### src/cpu_pkg.sv
// rv32i subset processor definitions
package cpu_pkg;

  typedef logic [31:0] word_t;
  typedef logic [4:0]  reg_addr_t;

  localparam int IMEM_WORDS = 256;
  localparam int DMEM_WORDS = 256;
  localparam int IMEM_AW    = $clog2(IMEM_WORDS);
  localparam int DMEM_AW    = $clog2(DMEM_WORDS);

  typedef logic [IMEM_AW-1:0] imem_addr_t;  // word index, not byte address

  localparam logic [6:0] OP_R      = 7'b0110011;
  localparam logic [6:0] OP_IMM    = 7'b0010011;
  localparam logic [6:0] OP_LOAD   = 7'b0000011;
  localparam logic [6:0] OP_STORE  = 7'b0100011;
  localparam logic [6:0] OP_SYSTEM = 7'b1110011;

  // funct3 codes for register and immediate arithmetic
  localparam logic [2:0] F3_ADD_SUB = 3'b000;
  localparam logic [2:0] F3_SLL     = 3'b001;
  localparam logic [2:0] F3_SLT     = 3'b010;
  localparam logic [2:0] F3_XOR     = 3'b100;
  localparam logic [2:0] F3_SRL     = 3'b101;
  localparam logic [2:0] F3_OR      = 3'b110;
  localparam logic [2:0] F3_AND     = 3'b111;
  localparam logic [2:0] F3_WORD    = 3'b010;  // lw / sw width

  localparam reg_addr_t HALT_REG  = 5'd17;  // a7
  localparam word_t     HALT_CODE = 32'd10;

  typedef enum logic [2:0] {
    ALU_ADD = 3'd0,  // zero so a bubble decodes as add
    ALU_SUB = 3'd1,
    ALU_AND = 3'd2,
    ALU_OR  = 3'd3,
    ALU_XOR = 3'd4,
    ALU_SLL = 3'd5,
    ALU_SRL = 3'd6,
    ALU_SLT = 3'd7
  } alu_op_t;

  typedef struct packed {
    alu_op_t alu_op;
    logic    alu_src;     // second operand from immediate
    logic    mem_read;
    logic    mem_write;
    logic    mem_to_reg;
    logic    reg_write;
    logic    is_ecall;
  } ctrl_t;

  typedef struct packed {
    logic [6:0] funct7;
    reg_addr_t  rs2;
    reg_addr_t  rs1;
    logic [2:0] funct3;
    reg_addr_t  rd;
    logic [6:0] opcode;
  } r_fmt_t;

  typedef struct packed {
    logic [11:0] imm;
    reg_addr_t   rs1;
    logic [2:0]  funct3;
    reg_addr_t   rd;
    logic [6:0]  opcode;
  } i_fmt_t;

  typedef struct packed {
    logic [6:0] imm_hi;
    reg_addr_t  rs2;
    reg_addr_t  rs1;
    logic [2:0] funct3;
    logic [4:0] imm_lo;
    logic [6:0] opcode;
  } s_fmt_t;

  // one instruction word, viewed by format
  typedef union packed {
    r_fmt_t r;
    i_fmt_t i;
    s_fmt_t s;
  } inst_t;

endpackage
### src/pipe_if.sv
// pipeline stage interfaces
`timescale 1ns/1ps

// outputs of the id/ex register
interface dec_ex_if import cpu_pkg::*; ();
  ctrl_t     ctrl;
  word_t     rs1_data;
  word_t     rs2_data;
  word_t     imm;
  reg_addr_t rs1;
  reg_addr_t rs2;
  reg_addr_t rd;

  modport dec (output ctrl, rs1_data, rs2_data, imm, rs1, rs2, rd);
  modport ex  (input  ctrl, rs1_data, rs2_data, imm, rs1, rs2, rd);
endinterface


### src/fetch_decode.sv
// fetch and decode stages
`timescale 1ns/1ps

module fetch_decode import cpu_pkg::*; (
  input  logic       clk,
  input  logic       reset,
  input  logic       halted,
  output imem_addr_t fetch_addr,
  input  word_t      fetch_inst,
  output reg_addr_t  rs1,
  output reg_addr_t  rs2,
  input  word_t      rs1_data,
  input  word_t      rs2_data,
  dec_ex_if.dec      dx
);

  imem_addr_t pc;
  inst_t      if_id;
  ctrl_t      dec_ctrl;
  word_t      dec_imm;
  logic       use_rs2;
  logic       load_use;
  logic       hold;

  assign fetch_addr = pc;
  assign rs1 = if_id.r.rs1;  // same bit position in every format
  assign rs2 = if_id.r.rs2;

  always_comb begin
    dec_ctrl = '0;
    dec_imm  = '0;
    use_rs2  = 1'b0;
    case (if_id.r.opcode)
      OP_R: begin
        use_rs2 = 1'b1;
        dec_ctrl.reg_write = 1'b1;
        case (if_id.r.funct3)
          F3_ADD_SUB: dec_ctrl.alu_op = if_id.r.funct7[5] ? ALU_SUB : ALU_ADD;
          F3_SLL:     dec_ctrl.alu_op = ALU_SLL;
          F3_SLT:     dec_ctrl.alu_op = ALU_SLT;
          F3_XOR:     dec_ctrl.alu_op = ALU_XOR;
          F3_SRL:     dec_ctrl.alu_op = ALU_SRL;
          F3_OR:      dec_ctrl.alu_op = ALU_OR;
          F3_AND:     dec_ctrl.alu_op = ALU_AND;
          default:    dec_ctrl = '0;  // sltu not supported
        endcase
      end
      OP_IMM: begin
        if (if_id.i.funct3 == F3_ADD_SUB) begin  // addi only
          dec_ctrl.alu_src   = 1'b1;
          dec_ctrl.reg_write = 1'b1;
        end
        dec_imm = {{20{if_id.i.imm[11]}}, if_id.i.imm};
      end
      OP_LOAD: begin
        dec_ctrl.alu_src    = 1'b1;
        dec_ctrl.mem_read   = 1'b1;
        dec_ctrl.mem_to_reg = 1'b1;
        dec_ctrl.reg_write  = 1'b1;
        dec_imm = {{20{if_id.i.imm[11]}}, if_id.i.imm};
      end
      OP_STORE: begin
        use_rs2 = 1'b1;
        dec_ctrl.alu_src   = 1'b1;
        dec_ctrl.mem_write = 1'b1;
        dec_imm = {{20{if_id.s.imm_hi[6]}}, if_id.s.imm_hi, if_id.s.imm_lo};
      end
      OP_SYSTEM: dec_ctrl.is_ecall = 1'b1;  // acted on in writeback
      default: ;                             // bubble
    endcase
  end

  // load in id/ex feeding the instruction being decoded
  assign load_use = dx.ctrl.mem_read && (dx.rd != '0) &&
                    ((dx.rd == rs1) || (use_rs2 && dx.rd == rs2));
  assign hold = load_use || halted;

  always_ff @(posedge clk) begin
    if (reset) begin
      pc    <= '0;
      if_id <= '0;  // opcode 0 decodes as a bubble
    end else if (!hold) begin
      pc    <= pc + 1'b1;
      if_id <= fetch_inst;
    end
  end

  always_ff @(posedge clk) begin
    if (reset || hold) begin
      dx.ctrl <= '0;
    end else begin
      dx.ctrl <= dec_ctrl;
    end
  end

  always_ff @(posedge clk) begin
    dx.rs1_data <= rs1_data;
    dx.rs2_data <= rs2_data;
    dx.imm      <= dec_imm;
    dx.rs1      <= rs1;
    dx.rs2      <= use_rs2 ? rs2 : '0;  // i-type bits here are immediate
    dx.rd       <= if_id.r.rd;
  end

endmodule

### src/flat_wrapper.sv
// flat-port wrapper written by rule: the top's interface ports become plain ports
module fetch_decode_flat import cpu_pkg::*;
  (clk, reset, halted, fetch_addr, fetch_inst, rs1, rs2, rs1_data, rs2_data, dx_ctrl, dx_rs1_data, dx_rs2_data, dx_imm, dx_rs1, dx_rs2, dx_rd);
  dec_ex_if dx_i ();
  input  logic clk;
  input  logic reset;
  input  logic halted;
  output imem_addr_t fetch_addr;
  input  word_t fetch_inst;
  output reg_addr_t rs1;
  output reg_addr_t rs2;
  input  word_t rs1_data;
  input  word_t rs2_data;
  output wire logic [$bits(dx_i.ctrl)-1:0] dx_ctrl;
  output wire logic [$bits(dx_i.rs1_data)-1:0] dx_rs1_data;
  output wire logic [$bits(dx_i.rs2_data)-1:0] dx_rs2_data;
  output wire logic [$bits(dx_i.imm)-1:0] dx_imm;
  output wire logic [$bits(dx_i.rs1)-1:0] dx_rs1;
  output wire logic [$bits(dx_i.rs2)-1:0] dx_rs2;
  output wire logic [$bits(dx_i.rd)-1:0] dx_rd;
  assign dx_ctrl = dx_i.ctrl;
  assign dx_rs1_data = dx_i.rs1_data;
  assign dx_rs2_data = dx_i.rs2_data;
  assign dx_imm = dx_i.imm;
  assign dx_rs1 = dx_i.rs1;
  assign dx_rs2 = dx_i.rs2;
  assign dx_rd = dx_i.rd;
  fetch_decode u_core (.clk(clk), .reset(reset), .halted(halted), .fetch_addr(fetch_addr), .fetch_inst(fetch_inst), .rs1(rs1), .rs2(rs2), .rs1_data(rs1_data), .rs2_data(rs2_data), .dx(dx_i));
endmodule
### config.mk
export PLATFORM = sky130hd
export DESIGN_NAME = fetch_decode_flat
export DESIGN_NICKNAME = d
export VERILOG_FILES = /design/src/cpu_pkg.sv /design/src/pipe_if.sv /design/src/fetch_decode.sv /design/src/flat_wrapper.sv
export SDC_FILE = /design/constraint.sdc
export NUM_CORES = 1
export LEC_CHECK = 0
export ABC_AREA = 1
export BUFFER_PORTS_ARGS = -buffer_cell sky130_fd_sc_hd__buf_2
export CORE_ASPECT_RATIO = 0.7
export CORE_MARGIN = 2
export CORE_UTILIZATION = 40
export DETAILED_ROUTE_END_ITERATION = 10
export PLACE_DENSITY = 0.75
export RECOVER_POWER = 50
export SLEW_MARGIN = 20
export SYNTH_ARGS = -nofsm -noshare
export SYNTH_HDL_FRONTEND = slang
export SYNTH_SLANG_ARGS = --single-unit
### constraint.sdc
create_clock -name clk -period 1.5 [get_ports clk]
set_input_delay 0 -clock clk [delete_from_list [all_inputs] [get_ports clk]]
set_output_delay 0 -clock clk [all_outputs]
set_load 0.01 [all_outputs]
# Yosys cells after proc, flatten, opt, wreduce, memory -nomap -nowiden
# Cells that the tools add are included.
# totals
ff_bits	160
latchBits	0
mem_bits_rw	0
rom_bits	0
inputBits	99
wordCells	55
memories	0
# classes
n_addsub	1
n_mul	0
div	0
n_lt_le_gt_ge	0
n_eq_ne	13
shift	0
muxes	12
n_bitwise	1
reduce_logical	13
# op_table
cell	count
$pmux 32 s2	1
$pmux 3 s7	1
$eq 7x6->1 const B	2
$eq 3x3->1 const B	4
$eq 5x5->1	2
$add 8x1->8 const B	1
$pmux 1 s2	4
$reduce_or 2->1	4
$eq 7x2->1 const B	1
$eq 7x5->1 const B	1
$eq 7x7->1 const B	1
$reduce_or 7->1	1
$pmux 1 s3	2
$reduce_bool 5->1	1
$eq 3x1->1 const B	1
$eq 3x2->1 const B	1
$logic_and 1x1->1	3
$logic_not 3->1	1
$logic_or 1x1->1	3
$mux 1	3
$mux 2	1
$not 1->1	1

# Logic depth before layout (Yosys ltp)
# depth
depth_word	9
depth_mapped	12
depth_no_buf	11

# Worst setup path before layout
# No wires, ideal clock.
# synth_timing
kind	reg-to-reg
from	reg u_core.if_id[5] (netlist name)
to	reg u_core.pc[0] (netlist: u_core.fetch_addr[0])
setup_ps	115
arrival_time_ps	1340
slack_ps	45
path_stages_with_launch	12
synth_period_minus_slack_ps	1455
cell_sequence	dfxtp_1 -> buf_4 -> inv_2 -> nor2_2 -> nand3_2 -> nor2_1 -> nand2_1 -> nand2_1 -> nand2_4 -> buf_2 -> a21oi_1 -> nor2_1
# synth_via
elab_chain_len	7
elab_cells_between_ends	8
classes_between	eq/ne (2); mux (1); reduce/logical (5)
# synth_lines
element	line	text
start: declaration	fetch_decode.sv:18	inst_t if_id;
start signal: assignment	fetch_decode.sv:84	if_id <= fetch_inst;
$eq 7x6->1	fetch_decode.sv:33	case (if_id.r.opcode)
$reduce_or 2->1 (no line) *	--	
$mux 1 *	fetch_decode.sv:33	
$logic_and 1x1->1 *	fetch_decode.sv:75	((dx.rd == rs1) || (use_rs2 && dx.rd == rs2));
$logic_or 1x1->1 *	fetch_decode.sv:75	
$logic_and 1x1->1 *	fetch_decode.sv:74	assign load_use = dx.ctrl.mem_read && (dx.rd != '0) &&
$logic_or 1x1->1 *	fetch_decode.sv:76	assign hold = load_use || halted;
end signal: assignment	fetch_decode.sv:83	pc <= pc + 1'b1;
end: declaration	fetch_decode.sv:17	imem_addr_t pc;
# Every way passes the cells marked *; elsewhere a longest branch is shown, timed or not.
# A chain may end at the register's enable or synchronous reset.

# Worst setup path in the final report
# layout_timing
from	reg u_core.dx.rd[2]
to	reg u_core.if_id[11] (netlist name)
# layout_via
elab_chain_len	5
elab_cells_between_ends	8
classes_between	eq/ne (2); reduce/logical (6)
# layout_lines
element	line	text
start: declaration	pipe_if.sv:14	modport dec (output ctrl, rs1_data, rs2_data, imm, rs1, rs2, rd);
$eq 5x5->1	fetch_decode.sv:75	
$logic_and 1x1->1	fetch_decode.sv:75	
$logic_or 1x1->1	fetch_decode.sv:75	
$logic_and 1x1->1 *	fetch_decode.sv:74	
$logic_or 1x1->1 *	fetch_decode.sv:76	
# Marks and branches as above.

==> results.yml <==
floorplanning:
  io-pin-count: 237
  fp.dieH_um: 93.9
  initial_core_util: 0.415
  row_count: 32
  die_area_sq_mm: 0.0124
  die_x_um: 132
  coreArea_sq_mm: 0.0111
power:
  ir_worst_vdd_v: 0.000835
  total_power_w: 0.00897
  power_leakage_nw: 3.92
  p_per_area_mw_per_mm2: 1170
cells_and_area:
  final.fill_count: 867
  drive_gt1_frac: 0.403
  nets: 957
  layout.cells.most_common_list: "buf_2 (233), dfxtp_1 (128), dlygate4sd3_1 (96), nor2_1 (72), nand2_1 (72)"
  syn2layout_area_growth_pct: 65.9
  final_common_cell: "buf_2"
  diodes: 0
worst_setup_path:
  path_max_fanout: 8
  start_kind: "register"
  cp_slowest_cell: "dfxtp_4"
  reg2reg_depth: 10
  crit_chain: "buf_6 -> nand2_2 -> nand2_1 -> nor2_2 -> nand3_2 -> nand2_4 -> nand2_8 -> buf_6 -> a21oi_1 -> nor2_1"
  r2r_setup_slack_ns: -0.03
  cp_common_cell: "buf_6"
  cp_data_required_time_ns: 1.78
  crit_type: "reg2reg"
  worst_path_largest_cell_delay_ns: 0.36
  reg2reg_from: "u_core.dx.rd[2]"
  end_kind: "register"
  regToRegEndpoint: "u_core.if_id[11]"
  cp.arrival_ns: 1.81
synthesis:
  synth_warnings: 0
  synth_area_per_cell_sq_um: 8.83
  postSynthNetCount: 623
  ys_seq_area_frac: 0.602
  synth_area_sq_mm: 0.00462
  postSynthCellCount: 523
  netlist-cell-type-count: 25
  ys_ff_latch: 139
detailed_routing:
  vias_per_cell: 4.46
  m1WireLength_um: 6060
  antenna_left: 0
  drtIter0Drc: 333
  wl_met3_um: 1030
  num_vias: 4558
  met2_length_um: 7460
  drtPass1Iterations: 5
  avgRoutedWirePerCell_um: 14.6
  routed.top_layer: "met4"
  finalWirelength_um: 14900
  drc: 0
placement:
  io_buffers: 236
  dp_hpwl_um: 9210
  gp_congestion: 0.864
timing:
  fin_skew_ns: 0.0136
  setup_tns_ns: -0.0756
  fin_crit_ns: 1.53
  max_freq_mhz: 653
  maxSlewViolCount: 0
  hold_viol: 0
  finalSetupViolCount: 5
  slew_headroom: 0.682
  period_share: 1.02
  rsz0062_at_grt: "yes"
  fin_ws_ns: -0.0318
  worstMarginPinSlew_ns: 0.474
min_path:
  hold_end: "u_core.fetch_addr[0]"
  worstHoldPathType: "in2reg"
  min_from: "halted"
  hold-path-cell-count: 4
cts:
  cts_tree: "done"
  cts-buffers-inserted: 17
  cts_sinks: 139
  path_clk_slew_ns: 0.06
  clk_latency_ns: 0.40
  cts_setup_buffers: 0
  cts-root-buf: "clkbuf_16"
  clock_path_buffers: 2
  h-tree-depth: 4
grt:
  grt_max_degree: 49
  antenna_found_initial: 0
  overflow: 0
  grt_pass1_wl_um: 21200
  grt_pass1_vias: 4160
  grt_usage: 0.219
status:
  violations: "negative setup slack"
  status: "complete, but fails checks"
run:
  drv_cap: 0
sequential cells by signal, indices dropped and copies added, names as in the netlist:
signal              flops
u_core.dx.rs1           5
u_core.dx.rs2           5
u_core.dx.ctrl          8
u_core.dx.rs1_data     32
u_core.dx.rd            5
u_core.fetch_addr       8
u_core.dx.rs2_data     32
u_core.if_id           32
u_core.dx.imm          12
Yosys cell counts:
library cell	n	area share
nor3_2	1	0.0022
nand3_1	38	0.041
nand3_2	11	0.024
a31oi_1	1	0.0014
a21oi_1	42	0.045
xnor2_1	2	0.0038
nand2_1	74	0.060
xor2_1	2	0.0038
buf_1	6	0.0049
nand2_4	1	0.0024
ha_1	1	0.0027
o31ai_1	1	0.0016
inv_2	2	0.0016
nor2_1	78	0.063
o21ai_0	7	0.0076
nand4_1	3	0.0041
clkbuf_1	3	0.0024
buf_2	6	0.0065
inv_1	66	0.054
dfxtp_1	139	0.60
and3_1	1	0.0014
clkinv_1	1	0.00081
buf_4	32	0.052
buf_6	4	0.0097
nor2_2	1	0.0014
critical path: cells and delay by family, from the launching register on:
kind | cells | cell delay [ns]
and+or+nand+nor | 7 | 0.62
DFF | 1 | 0.36
buffers and inverters | 2 | 0.27
AOI/OAI and AO/OA | 1 | 0.16
layer usage:
metal,track usage,up-vias
met4,0.0780,0
met2,0.360,193
met1,0.285,2085
met5,0,-
li1,-,2250
met3,0.0502,30
cell type report:
| cell class | count | area (sq um) | area share |
|---|---|---|---|
| Clock buffer | 18 | 429 | 0.0560 |
| Clock inverter | 13 | 145 | 0.0189 |
| Inverter | 69 | 259 | 0.0338 |
| Multi-Input combinational cell | 265 | 1350 | 0.175 |
| Sequential cell | 139 | 2800 | 0.366 |
| Tap cell | 153 | 191 | 0.0250 |
| Timing Repair Buffer | 365 | 2490 | 0.325 |
what timing repair did:
| item | 4_1_cts | 5_1_grt |
|---|---|---|
| gates cloned | 0 | 6 |
| resized for setup | 3 | 43 |
| pin swaps | 1 | 10 |
| setup endpoints to repair | 11 | 72 |
| endpoints found under the hold margin | 96 | 0 |
| hold buffers | 96 | 0 |
kinds of logic after synthesis:
kind of cell,after synthesis,synth area share
adders and majority gates,1,0.00271
xor gates and xnor gates,4,0.00758
DFF,139,0.602
and+or+nand+nor,208,0.200
AOI/OAI and AO/OA,51,0.0561
buffers and inverters,120,0.132
stage by stage:
stage	util	hold WS (ns)	instances	instance area (sq um)	setup slack (ns)
2_1_floorplan	-	0.0277	523	4620	0.0446
3_5_place_dp	0.529	0.104	889	5890	-0.0155
5_1_grt	0.689	0.0709	1022	7660	-0.0972
4_1_cts	0.668	0.0302	1016	7430	0.00408
3_3_place_gp	0.529	0.102	889	5890	0.0194
6_report	0.689	0.0521	1022	7660	-0.0318
worst max-delay path by stage:
stage	startpoint	to	slack, ns	cells past startpoint
finish	u_core.dx.rd[2]	u_core.if_id[11]	-0.03	10
global route	u_core.if_id[23]	u_core.if_id[4]	-0.1	9
CTS	u_core.dx.rd[2]	u_core.if_id[23]	0.004	11
detailed placement	u_core.dx.rd[2]	u_core.dx.ctrl[8]	-0.02	11
global placement	u_core.dx.rd[2]	u_core.if_id[9]	0.02	10
floorplan	u_core.if_id[5]	u_core.fetch_addr[0]	0.04	11
power breakdown:
group | internal [W] | switching (W)
Combinational | 0.000510 | 0.000446
Sequential | 0.00387 | 0.000105
Clock | 0.00245 | 0.00159
No activity file was read; power rests on OpenSTA's default activity.
