[config.mk]
export PLATFORM = sky130hd
export DESIGN_NAME = execute_stage_flat
export DESIGN_NICKNAME = d
export VERILOG_FILES = /design/src/cpu_pkg.sv /design/src/pipe_if.sv /design/src/execute_stage.sv /design/src/flat_wrapper.sv
export SDC_FILE = /design/constraint.sdc
export NUM_CORES = 1
export LEC_CHECK = 0
export BUFFER_PORTS_ARGS = -buffer_cell sky130_fd_sc_hd__buf_2
export CAP_MARGIN = 40
export CORE_MARGIN = 2
export CORE_UTILIZATION = 55
export DETAILED_ROUTE_END_ITERATION = 10
export GPL_TIMING_DRIVEN = 0
export PLACE_DENSITY_LB_ADDON = 0.3
export SLEW_MARGIN = 10
export SYNTH_ARGS = -nofsm -noshare
export SYNTH_HDL_FRONTEND = slang
export SYNTH_SLANG_ARGS = --single-unit
[constraint.sdc]
create_clock -name clk -period 11.8 [get_ports clk]
set_input_delay 1.77 -clock clk [delete_from_list [all_inputs] [get_ports clk]]
set_output_delay 1.77 -clock clk [all_outputs]
set_load 0.1 [all_outputs]
[src/cpu_pkg.sv]
// rv32i subset processor definitions
package cpu_pkg;

  typedef logic [31:0] word_t;
  typedef logic [4:0]  reg_addr_t;

  localparam int IMEM_WORDS = 256;
  localparam int DMEM_WORDS = 256;
  localparam int IMEM_AW    = $clog2(IMEM_WORDS);
  localparam int DMEM_AW    = $clog2(DMEM_WORDS);

  typedef logic [IMEM_AW-1:0] imem_addr_t;  // word index, not byte address

  localparam logic [6:0] OP_R      = 7'b0110011;
  localparam logic [6:0] OP_IMM    = 7'b0010011;
  localparam logic [6:0] OP_LOAD   = 7'b0000011;
  localparam logic [6:0] OP_STORE  = 7'b0100011;
  localparam logic [6:0] OP_SYSTEM = 7'b1110011;

  // funct3 codes for register and immediate arithmetic
  localparam logic [2:0] F3_ADD_SUB = 3'b000;
  localparam logic [2:0] F3_SLL     = 3'b001;
  localparam logic [2:0] F3_SLT     = 3'b010;
  localparam logic [2:0] F3_XOR     = 3'b100;
  localparam logic [2:0] F3_SRL     = 3'b101;
  localparam logic [2:0] F3_OR      = 3'b110;
  localparam logic [2:0] F3_AND     = 3'b111;
  localparam logic [2:0] F3_WORD    = 3'b010;  // lw / sw width

  localparam reg_addr_t HALT_REG  = 5'd17;  // a7
  localparam word_t     HALT_CODE = 32'd10;

  typedef enum logic [2:0] {
    ALU_ADD = 3'd0,  // zero so a bubble decodes as add
    ALU_SUB = 3'd1,
    ALU_AND = 3'd2,
    ALU_OR  = 3'd3,
    ALU_XOR = 3'd4,
    ALU_SLL = 3'd5,
    ALU_SRL = 3'd6,
    ALU_SLT = 3'd7
  } alu_op_t;

  typedef struct packed {
    alu_op_t alu_op;
    logic    alu_src;     // second operand from immediate
    logic    mem_read;
    logic    mem_write;
    logic    mem_to_reg;
    logic    reg_write;
    logic    is_ecall;
  } ctrl_t;

  typedef struct packed {
    logic [6:0] funct7;
    reg_addr_t  rs2;
    reg_addr_t  rs1;
    logic [2:0] funct3;
    reg_addr_t  rd;
    logic [6:0] opcode;
  } r_fmt_t;

  typedef struct packed {
    logic [11:0] imm;
    reg_addr_t   rs1;
    logic [2:0]  funct3;
    reg_addr_t   rd;
    logic [6:0]  opcode;
  } i_fmt_t;

  typedef struct packed {
    logic [6:0] imm_hi;
    reg_addr_t  rs2;
    reg_addr_t  rs1;
    logic [2:0] funct3;
    logic [4:0] imm_lo;
    logic [6:0] opcode;
  } s_fmt_t;

  // one instruction word, viewed by format
  typedef union packed {
    r_fmt_t r;
    i_fmt_t i;
    s_fmt_t s;
  } inst_t;

endpackage
[src/pipe_if.sv]
// pipeline stage interfaces
`timescale 1ns/1ps

// outputs of the id/ex register
interface dec_ex_if import cpu_pkg::*; ();
  ctrl_t     ctrl;
  word_t     rs1_data;
  word_t     rs2_data;
  word_t     imm;
  reg_addr_t rs1;
  reg_addr_t rs2;
  reg_addr_t rd;

  modport dec (output ctrl, rs1_data, rs2_data, imm, rs1, rs2, rd);
  modport ex  (input  ctrl, rs1_data, rs2_data, imm, rs1, rs2, rd);
endinterface

// outputs of the ex/mem register
interface ex_mem_if import cpu_pkg::*; ();
  ctrl_t     ctrl;
  word_t     alu_out;
  word_t     store_data;
  reg_addr_t rd;

  modport ex  (output ctrl, alu_out, store_data, rd);
  modport mem (input  ctrl, alu_out, store_data, rd);
endinterface

[src/execute_stage.sv]
// execute stage with operand forwarding
`timescale 1ns/1ps

module execute_stage import cpu_pkg::*; (
  input  logic      clk,
  input  logic      reset,
  dec_ex_if.ex      dx,
  ex_mem_if.ex      xm,
  input  logic      wb_reg_write,
  input  reg_addr_t wb_rd,
  input  word_t     wb_data
);

  logic  mem_fwd_ok;
  logic  wb_fwd_ok;
  word_t op_a;
  word_t rs2_fwd;
  word_t op_b;
  word_t alu_res;

  assign mem_fwd_ok = xm.ctrl.reg_write && (xm.rd != '0);
  assign wb_fwd_ok  = wb_reg_write && (wb_rd != '0);

  // youngest producer wins
  always_comb begin
    if (mem_fwd_ok && xm.rd == dx.rs1) begin
      op_a = xm.alu_out;
    end else if (wb_fwd_ok && wb_rd == dx.rs1) begin
      op_a = wb_data;
    end else begin
      op_a = dx.rs1_data;
    end

    if (mem_fwd_ok && xm.rd == dx.rs2) begin
      rs2_fwd = xm.alu_out;
    end else if (wb_fwd_ok && wb_rd == dx.rs2) begin
      rs2_fwd = wb_data;
    end else begin
      rs2_fwd = dx.rs2_data;
    end
  end

  assign op_b = dx.ctrl.alu_src ? dx.imm : rs2_fwd;

  always_comb begin
    case (dx.ctrl.alu_op)
      ALU_ADD: alu_res = op_a + op_b;
      ALU_SUB: alu_res = op_a - op_b;
      ALU_AND: alu_res = op_a & op_b;
      ALU_OR:  alu_res = op_a | op_b;
      ALU_XOR: alu_res = op_a ^ op_b;
      ALU_SLL: alu_res = op_a << op_b[4:0];
      ALU_SRL: alu_res = op_a >> op_b[4:0];
      ALU_SLT: alu_res = {31'b0, $signed(op_a) < $signed(op_b)};
      default: alu_res = op_a + op_b;
    endcase
  end

  always_ff @(posedge clk) begin
    if (reset) begin
      xm.ctrl <= '0;
    end else begin
      xm.ctrl <= dx.ctrl;
    end
  end

  always_ff @(posedge clk) begin
    xm.alu_out    <= alu_res;
    xm.store_data <= rs2_fwd;  // sw data after forwarding
    xm.rd         <= dx.rd;
  end

endmodule

[src/flat_wrapper.sv]
// flat-port wrapper written by rule: the top's interface ports become plain ports
module execute_stage_flat import cpu_pkg::*;
  (clk, reset, wb_reg_write, wb_rd, wb_data, dx_ctrl, dx_rs1_data, dx_rs2_data, dx_imm, dx_rs1, dx_rs2, dx_rd, xm_ctrl, xm_alu_out, xm_store_data, xm_rd);
  dec_ex_if dx_i ();
  ex_mem_if xm_i ();
  input  logic clk;
  input  logic reset;
  input  logic wb_reg_write;
  input  reg_addr_t wb_rd;
  input  word_t wb_data;
  input wire logic [$bits(dx_i.ctrl)-1:0] dx_ctrl;
  input wire logic [$bits(dx_i.rs1_data)-1:0] dx_rs1_data;
  input wire logic [$bits(dx_i.rs2_data)-1:0] dx_rs2_data;
  input wire logic [$bits(dx_i.imm)-1:0] dx_imm;
  input wire logic [$bits(dx_i.rs1)-1:0] dx_rs1;
  input wire logic [$bits(dx_i.rs2)-1:0] dx_rs2;
  input wire logic [$bits(dx_i.rd)-1:0] dx_rd;
  output wire logic [$bits(xm_i.ctrl)-1:0] xm_ctrl;
  output wire logic [$bits(xm_i.alu_out)-1:0] xm_alu_out;
  output wire logic [$bits(xm_i.store_data)-1:0] xm_store_data;
  output wire logic [$bits(xm_i.rd)-1:0] xm_rd;
  assign dx_i.ctrl = dx_ctrl;
  assign dx_i.rs1_data = dx_rs1_data;
  assign dx_i.rs2_data = dx_rs2_data;
  assign dx_i.imm = dx_imm;
  assign dx_i.rs1 = dx_rs1;
  assign dx_i.rs2 = dx_rs2;
  assign dx_i.rd = dx_rd;
  assign xm_ctrl = xm_i.ctrl;
  assign xm_alu_out = xm_i.alu_out;
  assign xm_store_data = xm_i.store_data;
  assign xm_rd = xm_i.rd;
  execute_stage u_core (.clk(clk), .reset(reset), .dx(dx_i), .xm(xm_i), .wb_reg_write(wb_reg_write), .wb_rd(wb_rd), .wb_data(wb_data));
endmodule
Word level (Yosys, flattened, before mapping)
Index checks and enable logic that the tools add are counted.

Register bits after elaboration: 78. Bits in latches: 0. Memory bits (writable): 0. ROM bits: 0. Input port bits: 160. Output and inout bits: 78. Word-level logic and storage cells: 44. Memories kept: 0.

Add/sub/neg operators: 2. Multipliers: 0. Div/mod/pow operators: 0. Magnitude comparators: 1. Eq/ne operators: 11. Shifts and indexed selects: 2. Mux-type cells: 6. Bitwise gates (word level): 3. Reductions and logical operators: 9.

Operators by type and width (count): $pmux 32 s8 (1); $mux 32 (5); $add 32x32->32 (1); $and 32x32->32 (1); $lt 32x32->1 (1); $or 32x32->32 (1); $shl 32x5->32 (1); $shr 32x5->32 (1); $sub 32x32->32 (1); $xor 32x32->32 (1); $eq 5x5->1 (4); $eq 3x3->1 const B (4); $reduce_bool 5->1 (2); $eq 3x2->1 const B (2); $logic_and 1x1->1 (6); $eq 3x1->1 const B (1); $logic_not 3->1 (1).

Logic depth before layout (Yosys ltp)
Depth after elaboration: 8. Gate-level depth with buffers: 23. Gate-level depth less buffers: 20.

Worst setup path before layout
OpenSTA, ideal clock, no wires.

Path kind: input port to flip-flop. From: input wb_rd[3]. To: register u_core.xm.alu_out[31]. Setup time: 0.062 ns. Arrival: 6.695 ns. Data required time: 11.738 ns. Setup slack: 5.043 ns. Stages: 20. Buffers on the path: 2. Cells stage by stage: clkbuf_1 > xnor2_1 > nand4_1 > nor2_1 > clkbuf_1 > mux2i_1 > o21ai_0 > mux2i_1 > inv_1 > ha_1 > or3_1 > o311a_1 > o311ai_1 > a31oi_1 > a211o_1 > a311o_1 > a21oi_1 > o21ai_0 > a311o_1 > nand3_1.

Word-level cells in the longest chain between the ends: 8. Elaborated cells between the ends (all ways): 19. Those cells by class: add/sub: 2; eq/ne: 2; shift: 2; mux: 6; bitwise: 3; reduce/logical: 4.

RTL lines: start: declaration (RTL line flat_wrapper.sv:9) `input reg_addr_t wb_rd;`; $reduce_bool 5->1 (RTL line execute_stage.sv:22) `assign wb_fwd_ok = wb_reg_write && (wb_rd != '0);`; $logic_and 1x1->1 (RTL line execute_stage.sv:22); $logic_and 1x1->1 (*) (RTL line execute_stage.sv:36) `end else if (wb_fwd_ok && wb_rd == dx.rs2) begin`; $mux 32 (*) (RTL line execute_stage.sv:36); $mux 32 (*) (RTL line execute_stage.sv:34) `if (mem_fwd_ok && xm.rd == dx.rs2) begin`; via u_core.rs2_fwd[6] (RTL line execute_stage.sv:17) `word_t rs2_fwd;`; $mux 32 (*) (RTL line execute_stage.sv:43) `assign op_b = dx.ctrl.alu_src ? dx.imm : rs2_fwd;`; $sub 32x32->32 / $add 32x32->32 (equally long branches) (RTL line execute_stage.sv:48, execute_stage.sv:47); $pmux 32 s8 (*) (RTL line execute_stage.sv:46) `case (dx.ctrl.alu_op)`; via u_core.alu_res[31] (RTL line execute_stage.sv:19) `word_t alu_res;`; end signal: assignment (RTL line execute_stage.sv:68) `xm.alu_out <= alu_res;`; end: declaration (RTL line pipe_if.sv:25) `modport ex (output ctrl, alu_out, store_data, rd);`.

The timed path passes the listed nets; every way through them passes the cells marked *. A chain may end at the register's enable or synchronous reset.

Worst setup path in the final report
From: input wb_rd[4]. To: register u_core.xm.alu_out[0].

Word-level cells in the longest chain between the ends: 8. Elaborated cells between the ends (all ways): 20. Those cells by class: add/sub: 2; order compare: 1; eq/ne: 2; shift: 2; mux: 6; bitwise: 3; reduce/logical: 4.

RTL lines: $reduce_bool 5->1 (RTL line execute_stage.sv:22); $logic_and 1x1->1 (RTL line execute_stage.sv:22); $logic_and 1x1->1 (*) (RTL line execute_stage.sv:36); $mux 32 (*) (RTL line execute_stage.sv:36); $mux 32 (*) (RTL line execute_stage.sv:34); via u_core.rs2_fwd[3] (RTL line execute_stage.sv:17); $mux 32 (*) (RTL line execute_stage.sv:43); $lt 32x32->1, or another cell as far along (RTL line execute_stage.sv:54) `ALU_SLT: alu_res = {31'b0, $signed(op_a) < $signed(op_b)};`; $pmux 32 s8 (*) (RTL line execute_stage.sv:46); via u_core.alu_res[0] (RTL line execute_stage.sv:19).

Marks and branches as above.

==> run metrics <==
DR DRC count 0; # rows 53; NumNets Final 2,155; Clock transition at path regs 0.06 ns; adder and majority cell fraction of the synthesized area 10.92%; Die Ht 149.0 µm; total grt overflow 0; CTS Hold Bufs 0; CP endpoint kind flip-flop; largest family of logic cells by synthesized area compound AO/OA/AOI/OAI gates; status finished, final reports clean; Yosys reg bits 78; RePlAce Congestion 1.194; Hold Path Depth 2; Simple-Gate Fraction of Synth Area 19.06%; Slew headroom 33.23%; wire per inst 29.14 µm; maxcap violations 0; Hold Path End u_core.xm.store_data[9]; R2R Setup Slk 4.08 ns; PortBufs 234; Synth Area in Compound Gates 29.87%; Tmin final 8.592 ns; worst vdd rail ir drop 65.79 µV; Clock Latency Late Sink 0.36 ns; Distinct cells, synth 88; Pwr Density 122.2 nW/µm²; ANT nets after route 0; final std cells w/o fill 2,177; Seq/Total Area, Yosys 13.50%; post-synthesis mux area share 15.34%; Area after DPL 13,300 µm²; Post-Synth XOR/XNOR Area 3.710%; Final Skew 0.01215 ns; Tot GR Track Use 55.33%; Detailed Route Iter0 Violations 2,746; Critical Path AT 8.78 ns; post-synthesis cell area 11,570 µm²; FMAX 116.4 MHz; RSZ-0062 raised after global routing false; worst hold start u_core.xm.alu_out[9]; Critical Path Source Type input port; DIE AREA 22,210 µm²; post_cts resized 0; worst-case clock buffer depth 2; PnR worst setup slack 3.208 ns; Finished Cell Area 13,620 µm²; root buf cell clkbuf_16; Mapped Cells 1,617; drt via density 7.100; vias in the first global route 14,220; Main synth FF type dfxtp_1; share of layout cells above drive strength 1 20.20%; synth warn 0; DR pass1 iterations 7; mean post-synth cell area 7.154 µm²; cts bufs inserted 9; CTS sink cnt 78; via count 15,460; core area 20,820 µm²; # IOs 238; first-pass GRT wire length 90.96 mm; HPWL Detailed 49.98 mm; die width 149.0 µm; FF-to-FF Start u_core.xm.rd[0]; fin util 65.41%; routed wire length 63.43 mm; setup bufs post-CTS 0; CTS H-tree lvls 3; Leak 6.206 nW; number of synthesized flops with an enable pin 0; FF-to-FF End u_core.xm.alu_out[0]; Final setup viols 0; period utilisation layout 72.82%; Hold Crit Class flip-flop to flip-flop; Setup TNS 0 ns; area grow syn2layout 17.73%; worst reg2reg path depth 22; Final Hold Fails 0; max-slew violations 0; Crit Path Max Fanout 11; Post-synth ARST share 0%; Initial Util 55.56%; Worst Tran Pin Value 0.9977 ns; Cells after DPL 2,156; pin count of the biggest net entering global routing 16; Crit path required time 11.99 ns; FILL cells 1,913; worst slack at placement 3.333 ns; syn_nets 1,876; CTS tree built; Setup CP Type input port to flip-flop; antenna violations before repair 2
-- logic make-up after synthesis --
kind of cell | Yosys count
AOI/OAI and AO/OA | 518
xor gates and xnor gates | 49
adders and majority gates | 100
buffers and inverters | 211
DFF | 78
muxes | 173
and+or+nand+nor | 488
-- critical path, cell delays in order --
cell      delay (ns)
buf_2           0.13
or4_4           0.57
o21a_1          0.25
nand4_1         0.10
a31oi_1         0.13
mux2i_1         0.61
clkbuf_1        0.58
buf_2           0.41
buf_2           0.39
ha_1            0.36
inv_1           0.12
o21bai_1        0.10
a21oi_1         0.18
o21bai_1        0.17
a311oi_1        0.57
o311ai_1        0.27
buf_2           0.24
nor3b_1         0.17
nor3b_1         0.50
nor4_1          0.14
or4_1           0.51
a32oi_1         0.49
-- Yosys cell counts (6+ instances only) --
library cell | number | area share, %
nand2_1 | 186 | 6.0
mux2i_1 | 150 | 13
nor2_1 | 140 | 4.5
a21oi_1 | 124 | 5.4
ha_1 | 97 | 10
o21ai_0 | 92 | 4.0
inv_1 | 88 | 2.9
dfxtp_1 | 78 | 13
clkbuf_1 | 57 | 1.8
a31oi_1 | 46 | 2.5
buf_2 | 39 | 1.7
xnor2_1 | 39 | 3.0
nor3_1 | 36 | 1.6
o22ai_1 | 36 | 1.9
o211ai_1 | 32 | 2.1
nand3_1 | 30 | 1.3
a211oi_1 | 26 | 1.7
a22oi_1 | 24 | 1.6
mux2_2 | 21 | 2.0
nor2b_1 | 20 | 1.1
buf_1 | 14 | 0.45
o21bai_1 | 14 | 0.91
a221oi_1 | 13 | 0.98
a21o_1 | 12 | 0.78
nand4_1 | 12 | 0.65
nand2b_1 | 11 | 0.59
nor4_1 | 10 | 0.54
xor2_1 | 10 | 0.76
a2111oi_0 | 8 | 0.61
a311oi_1 | 8 | 0.61
o221ai_1 | 8 | 0.61
a2bb2oi_1 | 6 | 0.45
nor3b_1 | 6 | 0.39
o2bb2ai_1 | 6 | 0.45
or3_1 | 6 | 0.32
-- through the flow --
stage | power, W | hold slack, ns
floorplan | 0.001019 | 0.9175
CTS | 0.001592 | 0.5254
global route | 0.001695 | 0.5712
detailed placement | 0.001317 | 0.5125
finish | 0.001664 | 0.5254
global placement | 0.001302 | 0.4876
-- cells in the final DEF (no fill, tap or decap), types with 30 or more instances in the layout --
cell type / netlist / routed
nand3_1: 30 / 30
o21ai_0: 92 / 91
mux2i_1: 150 / 150
nand2_1: 186 / 186
nor2_1: 140 / 140
o211ai_1: 32 / 32
a31oi_1: 46 / 46
a21oi_1: 124 / 124
buf_4: 5 / 33
nor3_1: 36 / 36
clkbuf_1: 57 / 57
xnor2_1: 39 / 39
ha_1: 97 / 97
buf_2: 39 / 275
dfxtp_1: 78 / 78
o22ai_1: 36 / 36
inv_1: 88 / 88
-- routing by layer --
metal,GRT usage (%),share of wire (%),up-vias
li1,-,-,6474
met1,66.39,35,7033
met2,79.52,39,1511
met3,26.51,17,438
met4,33.48,8.5,0
met5,0.9091,0,-
-- sequential cells by signal (all words and copies together) (netlist names) --
register / flops
u_core.xm.rd: 5
u_core.xm.alu_out: 32
u_core.xm.store_data: 32
u_core.xm.ctrl: 9
-- worst max-delay path by stage --
| stage | start | to | slack (ns) | cells after the start |
|---|---|---|---|---|
| finish | wb_rd[4] | u_core.xm.alu_out[0] | 3.21 | 22 |
| global route | wb_rd[4] | u_core.xm.alu_out[0] | 3.23 | 22 |
| CTS | wb_rd[4] | u_core.xm.alu_out[0] | 3.67 | 22 |
| detailed placement | wb_rd[4] | u_core.xm.alu_out[0] | 3.33 | 22 |
| global placement | wb_rd[3] | u_core.xm.alu_out[0] | 2.89 | 20 |
| floorplan | wb_rd[3] | u_core.xm.alu_out[31] | 5.04 | 20 |
-- final cells by class --
cell class	instances	area, µm²	area share [%]
sequential	78	1562	11.47
timing repair buffer	268	1421	10.44
tap	275	344.1	2.526
clock inverter	7	57.56	0.4226
multi-input combinational	1328	9128	67.02
clock buffer	9	225.2	1.654
antenna	1	2.502	0.01837
inverter	94	357.8	2.627
buffer	117	521.8	3.831
-- power breakdown --
group | leakage [nW] | internal (W) | switching, W
Sequential | 0.656 | 0.000297 | 0.0000269
Clock | 0.134 | 0.000146 | 0.000135
Combinational | 5.42 | 0.000280 | 0.000780
No activity file was read; power rests on OpenSTA's default activity.
